File: src/design/tlb_params.svh
// AXI TLB parameters
`ifndef TLB_PARAMS_SVH
`define TLB_PARAMS_SVH

// bus widths
`define TLB_ADDR_W        64
`define TLB_PAGE_BITS     12
`define TLB_VPN_W         52
`define TLB_ID_W          16
`define TLB_DATA_W        512

// page-table layout
`define TLB_PTES_PER_LINE 8
`define TLB_PTE_INDEX_W   23
`define TLB_PTE_TAG_W     36
`define TLB_PTE_RPN_W     24
`define TLB_APP_ID_W      2

// arsize of one 64-byte table line
`define TLB_LINE_SIZE     3'd6

`define TLB_RESP_OKAY     2'b00
`define TLB_RESP_SLVERR   2'b10

`define TLB_META_DEPTH    2
`define TLB_RDATA_DEPTH   16

`endif

File: src/design/tlb_pkg.sv
// AXI TLB shared types
`include "tlb_params.svh"

package tlb_pkg;

	typedef logic [`TLB_VPN_W-1:0]     page_num_t;
	typedef logic [`TLB_PAGE_BITS-1:0] page_off_t;
	typedef logic [`TLB_ID_W-1:0]      axi_id_t;
	typedef logic [7:0]                axi_len_t;
	typedef logic [2:0]                axi_size_t;
	typedef logic [1:0]                axi_resp_t;
	typedef logic [`TLB_DATA_W-1:0]    axi_data_t;

	// one page-table entry, eight per fetched line
	typedef struct packed {
		logic [`TLB_APP_ID_W-1:0]  app_id;
		logic [`TLB_PTE_TAG_W-1:0] tag;
		logic [`TLB_PTE_RPN_W-1:0] rpn;
		logic                      writable;
		logic                      present;
	} pte_t;

	// request fields kept while the page is translated
	typedef struct packed {
		axi_id_t   id;
		axi_len_t  len;
		axi_size_t size;
		page_off_t off;
	} ar_meta_t;

	typedef struct packed {
		page_num_t page;
		logic      ok;
	} xlate_t;

	typedef struct packed {
		axi_id_t id;
		logic    translated;
	} ret_meta_t;

	typedef struct packed {
		axi_data_t data;
		axi_resp_t resp;
		logic      last;
	} rbeat_t;

endpackage

File: src/design/phys_read_mux.sv
// physical read port sharing
`timescale 1ns/100ps
`include "tlb_params.svh"

module phys_read_mux import tlb_pkg::*; (
	input  logic                   clk,
	input  logic                   rst,
	input  axi_id_t                rm_ar_id,
	input  logic [`TLB_ADDR_W-1:0] rm_ar_addr,
	input  axi_len_t               rm_ar_len,
	input  axi_size_t              rm_ar_size,
	input  logic                   rm_ar_valid,
	output logic                   rm_ar_ready,
	output axi_id_t                rm_r_id,
	output axi_data_t              rm_r_data,
	output axi_resp_t              rm_r_resp,
	output logic                   rm_r_last,
	output logic                   rm_r_valid,
	input  logic                   rm_r_ready,
	input  logic [`TLB_ADDR_W-1:0] tw_ar_addr,
	input  logic                   tw_ar_valid,
	output logic                   tw_ar_ready,
	output axi_data_t              tw_r_data,
	output logic                   tw_r_valid,
	input  logic                   tw_r_ready,
	output axi_id_t                par_id,
	output logic [`TLB_ADDR_W-1:0] par_addr,
	output axi_len_t               par_len,
	output axi_size_t              par_size,
	output logic                   par_valid,
	input  logic                   par_ready,
	input  axi_id_t                pr_id,
	input  axi_data_t              pr_data,
	input  axi_resp_t              pr_resp,
	input  logic                   pr_last,
	input  logic                   pr_valid,
	output logic                   pr_ready
);
	logic [7:0] tw_pending, rm_pending;

	// walker has fixed priority; ID bit 0 tags the source
	assign par_valid   = tw_ar_valid || rm_ar_valid;
	assign par_id      = tw_ar_valid ? '0 : {rm_ar_id[`TLB_ID_W-2:0], 1'b1};
	assign par_addr    = tw_ar_valid ? tw_ar_addr : rm_ar_addr;
	assign par_len     = tw_ar_valid ? '0 : rm_ar_len;
	assign par_size    = tw_ar_valid ? `TLB_LINE_SIZE : rm_ar_size;
	assign tw_ar_ready = par_ready;
	assign rm_ar_ready = par_ready && !tw_ar_valid;

	// return beats steered by the tag
	assign tw_r_data  = pr_data;
	assign tw_r_valid = pr_valid && !pr_id[0];
	assign rm_r_id    = {1'b0, pr_id[`TLB_ID_W-1:1]};
	assign rm_r_data  = pr_data;
	assign rm_r_resp  = pr_resp;
	assign rm_r_last  = pr_last;
	assign rm_r_valid = pr_valid && pr_id[0];
	assign pr_ready   = pr_id[0] ? rm_r_ready : tw_r_ready;

	// outstanding bursts per source, only watched by the check below
	always_ff @(posedge clk) begin
		if (rst) begin
			tw_pending <= '0;
			rm_pending <= '0;
		end else begin
			tw_pending <= tw_pending + 8'(tw_ar_valid && tw_ar_ready)
				- 8'(tw_r_valid && tw_r_ready);
			rm_pending <= rm_pending + 8'(rm_ar_valid && rm_ar_ready)
				- 8'(rm_r_valid && rm_r_ready && pr_last);
		end
	end

	a_tag_known: assert property (@(posedge clk) disable iff (rst)
		pr_valid |-> (pr_id[0] ? rm_pending != '0 : tw_pending != '0))
		else $error("read beat for a source with nothing outstanding");

endmodule

File: config.mk
export PLATFORM = sky130hd
export DESIGN_NAME = phys_read_mux
export DESIGN_NICKNAME = d
export VERILOG_FILES = /design/src/design/tlb_pkg.sv /design/src/design/phys_read_mux.sv
export VERILOG_INCLUDE_DIRS = /design/src /design/src/design
export SDC_FILE = /design/constraint.sdc
export NUM_CORES = 1
export LEC_CHECK = 0
export BUFFER_PORTS_ARGS = -buffer_cell sky130_fd_sc_hd__buf_2
export CAP_MARGIN = 25
export CORE_AREA = 8 8 710 712
export DETAILED_ROUTE_END_ITERATION = 10
export DIE_AREA = 0 0 718 720
export GPL_TIMING_DRIVEN = 0
export PLACE_DENSITY = 0.3
export SYNTH_ARGS = -nofsm -noshare
export SYNTH_HDL_FRONTEND = slang
export SYNTH_SLANG_ARGS = --single-unit
File: constraint.sdc
create_clock -name vclk -period 2.35
set_clock_uncertainty 0.1 [all_clocks]
set_input_delay 0.705 -clock vclk [all_inputs]
set_output_delay 0.705 -clock vclk [all_outputs]
set_load 0.05 [all_outputs]
==> After elaboration in Yosys (flattened, before gate mapping) <==
Index checks and enable logic that the tools add are counted.
{ "word_totals": {"regBits": 0, "in_bits": 694, "out_inout_bits": 1140, "word_cells": 11} }
{ "classes": {"muxes": 5, "reduce_logical": 6} }
{ "op_table": {"columns": ["operator", "n"], "rows": [
  ["2-to-1 mux 64 bit", 1],
  ["2-to-1 mux 16 bit", 1],
  ["2-to-1 mux 8 bit", 1],
  ["logical AND 1 bit", 3],
  ["2-to-1 mux 3 bit", 1],
  ["zero test 1 bit", 2],
  ["logical OR 1 bit", 1],
  ["2-to-1 mux 1 bit", 1]
]} }

==> Depth between registers and ports, before layout <==
Gate-level depths: netlist of the first run.
{ "depth": {"ltp_word": 2, "ltp_mapped": 3, "depth_no_buf": 1} }

==> Least setup slack after synthesis of the first run <==
OpenSTA, ideal clock, no wires.
{ "synth_timing": {"kind": "input -> output", "start": "in tw_ar_valid", "end": "out par_id[10]", "t_arrival_ps": 1714, "required_ps": 1545, "path_slack_ps": -169, "path_stages": 3, "path_cell_list": "buf_6 buf_2 nor2b_1"} }
{ "synth_via": {"elab_chain_len": 1} }
{ "synth_lines": {"columns": ["element", "line", "source"], "rows": [
  ["start, declared", "phys_read_mux.sv:21", "input logic tw_ar_valid,"],
  ["2-to-1 mux 16 bit", "phys_read_mux.sv:43", "assign par_id = tw_ar_valid ? '0 : {rm_ar_id[`TLB_ID_W-2:0], 1'b1};"],
  ["end, declared", "phys_read_mux.sv:26", "output axi_id_t par_id,"]
]} }
Every way passes these cells.

==> Final worst setup path of the first run <==
{ "layout_timing": {"start": "in tw_ar_valid", "end": "out par_addr[27]"} }
{ "layout_via": {"elab_chain_len": 1} }
{ "layout_lines": {"columns": ["element", "line", "source"], "rows": [
  ["2-to-1 mux 64 bit", "phys_read_mux.sv:44", "assign par_addr = tw_ar_valid ? tw_ar_addr : rm_ar_addr;"],
  ["end, declared", "phys_read_mux.sv:27", "output logic [`TLB_ADDR_W-1:0] par_addr,"]
]} }
Every way passes these cells.

==> results.md, run 1 <==
- Die area: 517000 um2
- Final nets: about 3100
- Design Power: approximately 8.6 mW
- Netlist cell types: 13
- Initial Utilization: about 1.8%
- WL per Instance: around 37 um
- Sequential cell count: 0
- Max-slew violation count: 0
- Failing checks: negative setup slack
- Worst Slack Setup Final: -0.0479 ns
- Most frequent cells in the layout: 1221 x buf_2, 1069 x buf_4, 53 x buf_6, 51 x mux2_4, 14 x mux2_2
- Worst slew pin tran: 0.792 ns
- Crit path max fanout: 10
- F_max: around 420 MHz
- Tightest Hold Check Type: in2out
- Design area: between 20000 and 25000 um2
- Vias in the first global route: roughly 13000
- IO Port Bufs: 1299
- Crit path time final: 2.40 ns
- Pre-Repair DR Iteration Count: 4
- CORE AREA: around 490000 um2
- Largest net degree at the start of global routing: 11
- Area delta synth->final: 172%
- CP startpoint kind: input pin
- Warnings, synthesis: 0
- Synthesized area per cell: 7.88 um2
- Die Width: approximately 720 um
- Hold-fix buffers, CTS: 0
- Status: complete, but fails checks
- Dpl hpwl: between 300000 and 400000 um
- Critical Path RT: around 1.5 ns
- Area leader, netlist: buf_4
- Register area share after synthesis: 0%
- # IOs: about 1800
- Filler cells: approximately 59000
- 1st-iter DRT viols: roughly 770
- Hold Vio Cnt, Final: 0
- Crit path capture type: output pin
- Slew Limit Headroom: a little under half
- Clkbuf count: 0
- Top cells by area, synth: buf_4 86%, mux2_4 8.3%, mux2_2 1.9%, nor2b_1 1.5%, buf_8 0.83%
- Net count after synthesis: 1845
- Routed vias/inst: between 1 and 1.5
- Initial antenna violation count: ~190
- Placement-stage cell area: 23700 um2
- Worst EP arrival: ~1.6 ns
- Worst path max stage delay: ~0.34 ns
- Register area: 0 um2
- Max Cap Viol: 0
- Commonest non-fill, non-tap cell in the layout: buf_2
- Cells after Synth: 1151
- Routability cong.: 0.965
- DR vias: 13200
- First-pass GRT wire length: roughly 370000 um
- Synthesized cell area: between 9000 and 10000 um2
- GRT Total Usage: between 10% and 20%
- Layout cell share with drive strength beyond 1: roughly 99%
- Core Util, Final: approximately 5%
- # rows: approximately 260
- Worst path cell trace: buf_16 > buf_12 > mux2_4 > buf_6
- DP Worst Slack: -0.554 ns
- RSZ-0062 raised after global routing: yes
- Power Density: 350 nW/um2
- Static leakage: approximately 11 nW
- Area share of the leading cell type in the synthesized netlist: approximately 86%
- Period utilization: 102%
- Final antenna-violating net count: 0
- Sum of negative setup slack: -0.446 ns
- Die H: 720 um
- Worst vdd ir: 0.000105 V
- DRT Wirelength: 340000 um
- DR DRC count: 0
- Setup violations, final: 27
- Total gr overflow: 0
- CP Class: in2out
- CP max-delay cell: mux2_4
[cell type report]
cell class / count / area [um2] / share of cell area, %
antenna: 163 / 408 / 1.65
buffer: 1054 / 8000 / 32.5
inverter: 1 / 3.75 / 0.0152
multi-input combinational: 96 / 1150 / 4.65
tap: 6500 / 8130 / 33.0
timing repair buffer: 1302 / 6960 / 28.2
[cell families after synthesis]
kind of cell  after synthesis  share of synthesized area [%]
buf+inv                  1055                           87.7
mux                        65                           10.1
other cells                 1                         0.0414
simple gates               30                           2.12
[Yosys cell counts (all sizes together)]
cell	number
nor2b	22
clkbuf	1
and2	1
and2b	4
conb	1
or2	3
inv	1
buf	1053
mux2	65
[worst max-delay path: cells and delay by family]
family                 cells  cell delay, ns
muxes                      1            0.34
buffers and inverters      3            0.48
[metrics by stage]
stage                     hold slack [ns]  instances
after CTS                            1.61       8953
final                                1.61       9116
after global routing                 1.61       9091
after detailed placement             1.61       8950
after global placement               1.61       8950
after floorplan                      1.48       1151
[layer usage]
layer | up-vias | track usage [%] | wire [um]
li1 | 5260 | - | -
met3 | 382 | 13.4 | 78800
met2 | 1321 | 19.4 | 148000
met5 | - | 0 | 759
met4 | 108 | 3.17 | 10500
met1 | 6122 | 10.9 | 102000
[repair_timing]
| action | in CTS | in global routing |
|---|---|---|
| gates resized for setup | 148 | 3 |
| gates cloned | 1 | 0 |
| buffers inserted | 2 | 0 |
| setup endpoints to repair | 94 | 32 |
[power breakdown]
part | switching, mW | leakage [nW] | internal, mW
combinational | 6.50 | 11.0 | 2.13
clock | 0 | 0.00103 | 0.0000105
sequential | 0 | 0 | 0
total | 6.50 | 11.0 | 2.13
[final timing paths]
path    startpoint        endpoint  slack, ns  cells after the start
min   pr_data[199]  rm_r_data[199]       1.61                      2
max    tw_ar_valid    par_addr[27]      -0.05                      4
Power figures use the tool's default switching activity.
==> run 2: changes to the inputs <==
Settings changed: BUFFER_PORTS_ARGS -buffer_cell sky130_fd_sc_hd__buf_2 to not set, CELL_PAD_IN_SITES_DETAIL_PLACEMENT set to 1, CELL_PAD_IN_SITES_GLOBAL_PLACEMENT set to 1, CORE_AREA 8 8 710 712 to 8 8 707 709, DIE_AREA 0 0 718 720 to 0 0 715 717, DONT_BUFFER_PORTS set to 1, GPL_ROUTABILITY_DRIVEN set to 0.
==> run 2 against run 1 <==
Compared with the run above:
- the run now ends clean
- non-clock buffer count is 1294 lower
- hold slack worse by 0.13 ns
- sequential share of layout area stayed put
- worst setup slack better by 0.061 ns
- largest power group unchanged
- global-route usage is 0.19 points lower
- design area is 29% lower
- critical path depth is 1 lower
- utilization is 1.4 points lower
- critical endpoint is now par_id[15]
- total power is 12% lower
==> results.md, run 2 (synthesis gave the netlist of run 1 again) <==
- Placed Cells: approximately 7600
- Static leakage: roughly 5.8 nW
- 1st-iter DRT viols: roughly 600
- Area delta synth->final: 93.3%
- Worst EP arrival: ~1.5 ns
- Filler cells: approximately 59000
- CP startpoint kind: input pin
- CP Class: in2out
- DR vias: 8899
- Status: completed
- Die area: approximately 500000 um2
- WL per Instance: 43.4 um
- Hold Startpoint: pr_data[361]
- Crit path max fanout: 9
- DRT Wirelength: 333000 um
- Tightest Hold Check Type: in2out
- Max-slew violation count: 0
- GRT Total Usage: between 10% and 20%
- F_max: 428 MHz
- Smallest hold slack: roughly 1.5 ns
- Power Density: 432 nW/um2
- Register area: 0 um2
- DR DRC count: 0
- Sequential cell count: 0
- Routed vias/inst: ~1.2
- Worst vdd ir: between 0.00015 and 0.0002 V
- Initial Utilization: under 10%
- Total gr overflow: 0
- Die H: 717 um
- Die Width: approximately 720 um
- Hold Vio Cnt, Final: 0
- Max Cap Viol: 0
- Core Util, Final: between 3 and 4%
- Vias in the first global route: ~8500
- Critical Path RT: approximately 1.5 ns
- Layout cell share with drive strength beyond 1: approximately 100%
- # IOs: approximately 1800
- RSZ-0062 raised after global routing: no
- Family with the most delay on the worst path: simple AND/OR/NAND/NOR gates
- IO Port Bufs: 0
- Final antenna-violating net count: 0
- WP buf/inv: 2
- CP max-delay cell: nor2b_2
- Most frequent cells in the layout: 1047 x buf_4, 50 x mux2_4, 15 x mux2_2, 9 x nor2b_2, 9 x nor2b_4
- Sum of negative setup slack: 0 ns
- # rows: 257
- Period utilization: around 99%
- First-pass GRT wire length: ~350000 um
- Hold path endpoint: rm_r_data[361]
- Layout Cells excl Fill: between 7000 and 8000
- Crit path time final: about 2.3 ns
- Commonest non-fill, non-tap cell in the layout: buf_4
- Worst slew pin tran: a little under 0.9 ns
- Initial antenna violation count: approximately 220
- Final nets: 1855
- Worst path cell trace: clkbuf_16 > buf_4 > nor2b_2
- Min-Delay Path Depth: 1
- CORE AREA: just under 500000 um2
- Slew Limit Headroom: 41.8%
- Crit path capture type: output pin
- Setup violations, final: 0
- Largest net degree at the start of global routing: 11
- Dpl hpwl: ~330000 um
- Pre-Repair DR Iteration Count: 5
- Clkbuf count: 0
- Hold-fix buffers, CTS: 0
- Worst path max stage delay: around 0.5 ns
run 2: timing repair:
| item | 4_1_cts | 5_1_grt |
|---|---|---|
| endpoints found under the setup margin | 29 | 14 |
| gates resized for setup | 19 | 8 |
| buffers inserted | 1 | 0 |
run 2: final cells by class:
| class | instances | area [um2] | area share (%) |
|---|---|---|---|
| tap | 6475 | 8100 | 46.2 |
| buffer | 1054 | 7990 | 45.6 |
| multi-input combinational | 96 | 1210 | 6.91 |
| antenna | 45 | 113 | 0.642 |
| timing repair buffer | 8 | 108 | 0.614 |
| inverter | 1 | 3.75 | 0.0214 |
run 2: through the flow:
step / setup slack [ns] / cell area (um2) / power [mW]
global route: 0.0105 / 17500 / 7.81
CTS: -0.121 / 17400 / 7.74
global placement: -0.879 / 17200 / 7.73
floorplan: -0.169 / 9100 / 5.43
detailed placement: -0.398 / 17300 / 7.72
finish: 0.0127 / 17500 / 7.58
run 2: how the worst max path moves through the flow:
stage	depth (start not counted)	slack (ns)	to	from
floorplan	3	-0.17	par_id[10]	tw_ar_valid
global placement	2	-0.88	rm_ar_ready	tw_ar_valid
detailed placement	2	-0.40	rm_ar_ready	tw_ar_valid
CTS	2	-0.12	rm_ar_ready	tw_ar_valid
global route	3	0.01	par_id[15]	tw_ar_valid
finish	3	0.01	par_id[15]	tw_ar_valid
run 2: layer usage:
metal  routed length (um)  track usage [%]  vias to the layer above
li1                     -                -                     2543
met3                79500             13.8                      504
met1                94400             10.1                     4172
met5                 1190            0.527                        -
met4                12800             3.54                      114
met2               145000             19.1                     1566
run 2: power by group:
part	internal (mW)	total, mW	switching, mW
combinational	1.39	7.58	6.19
clock	0.00000284	0.00000284	0
sequential	0	0	0
total	1.39	7.58	6.19
==> run 3: changes to the inputs <==
Settings changed: RECOVER_POWER set to 25.
==> run 3 against run 2 <==
Compared with the run above:
- sequential cell count unchanged
- critical path depth is the same
- design area fell by 6.0%
- die area did not move
- via count rose by 0.76%
- count of clock-buffer cells in the layout is the same
- maximum frequency is 0.20% higher
- non-clock buffer count did not move
- critical path type unchanged
==> results.md, run 3 (synthesis gave the netlist of run 1 again) <==
- Max-slew violation count: 0
- Design Power: 7.35 mW
- CORE AREA: 488000 um2
- DP Worst Slack: -0.398 ns
- Most frequent cells in the layout: 763 x buf_4, 284 x clkbuf_1, 50 x mux2_4, 15 x mux2_2
- Largest net degree at the start of global routing: 11
- Max Cap Viol: 0
- CP startpoint kind: input pin
- 1st-iter DRT viols: 626
- Crit path capture type: output pin
- DR vias: between 8000 and 9000
- Worst Slack Setup Final: between 0.015 and 0.02 ns
- # IOs: 1834
- Clkbuf count: 0
- Core Util, Final: 3.38%
- Register area: 0 um2
- Power Density: approximately 450 nW/um2
- Routed vias/inst: approximately 1.2
- Worst vdd ir: roughly 0.00015 V
- Hold Vio Cnt, Final: 0
- Period utilization: a little under 100%
- Hold-fix buffers, CTS: 0
- CP Class: in2out
- Static leakage: around 4.7 nW
- Hold Startpoint: pr_data[88]
- Worst EP arrival: between 1.5 and 2 ns
- Total gr overflow: 0
- Initial Utilization: 1.86%
- Area delta synth->final: 81.7%
- DRT Wirelength: around 330000 um
- DR DRC count: 0
- RSZ-0062 raised after global routing: no
- Dpl hpwl: around 330000 um
- Commonest non-fill, non-tap cell in the layout: buf_4
- Worst slew pin tran: approximately 0.87 ns
- IO Port Bufs: 0
- Layout cell share with drive strength beyond 1: around three quarters
- Tightest Hold Check Type: in2out
- Die area: between 500000 and 600000 um2
- Status: completed
- # rows: ~260
- Critical Path RT: between 1.5 and 2 ns
- Sequential cell count: 0
- F_max: 429 MHz
- Initial antenna violation count: between 200 and 250
- Sum of negative setup slack: 0 ns
- Design area: 16500 um2
- Die H: 717 um
- First-pass GRT wire length: 353000 um
- Pre-Repair DR Iteration Count: 5
- Crit path max fanout: 9
- Final nets: between 1500 and 2000
- Start point of the critical path: tw_ar_valid
- WL per Instance: 43.4 um
- GRT Total Usage: 12.3%
- Setup violations, final: 0
- Crit path time final: approximately 2.3 ns
- Final antenna-violating net count: 0
- Placement-stage cell area: roughly 17000 um2
- Die Width: 715 um
- Slew Limit Headroom: 42.4%
- Vias in the first global route: approximately 8500
-- run 3: changes by cell type in the layout (fill, tap and decap cells not counted), sizes merged --
cell | previous run | this run
buf | 1061 | 777
clkbuf | 1 | 285
diode | 45 | 52
-- run 3: power breakdown --
| part | leakage [nW] | switching (mW) | internal [mW] |
|---|---|---|---|
| Sequential | 0 | 0 | 0 |
| Clock | 0.000330 | 0 | 0.00000324 |
| Combinational | 4.73 | 6.19 | 1.16 |
-- run 3: metal layers --
metal / routed length (um) / track usage, %
met5: 1270 / 0.527
met2: 145000 / 19.1
met1: 94100 / 10.1
met3: 79800 / 13.8
met4: 13400 / 3.54
-- run 3: per-stage QoR --
stage / hold slack [ns] / std cells
3_5_place_dp: 1.48 / 7632
2_1_floorplan: 1.48 / 1151
3_3_place_gp: 1.48 / 7626
4_1_cts: 1.48 / 7633
6_report: 1.48 / 7686
5_1_grt: 1.48 / 7665
-- run 3: path summary, 6_finish.rpt --
check	to	slack, ns	cells past startpoint
max	par_id[15]	0.02	3
min	tw_r_data[88]	1.48	1
-- run 3: area by class of cell --
cell class / count / area (um2)
diodes: 52 / 130
plain buffers: 1054 / 6930
fillers: 58800 / 472000
inverters: 1 / 3.75
multi-input cells: 96 / 1210
well taps: 6475 / 8100
repair buffers: 8 / 108
-- run 3: critical path: stages --
cell	delay, ns
clkbuf_16	0.13
buf_4	0.19
nor2b_2	0.50
-- run 3: timing repair --
item,CTS,global route
setup endpoints to repair,29,14
pin swaps,0,0
setup buffers,1,0
resized for setup,19,8
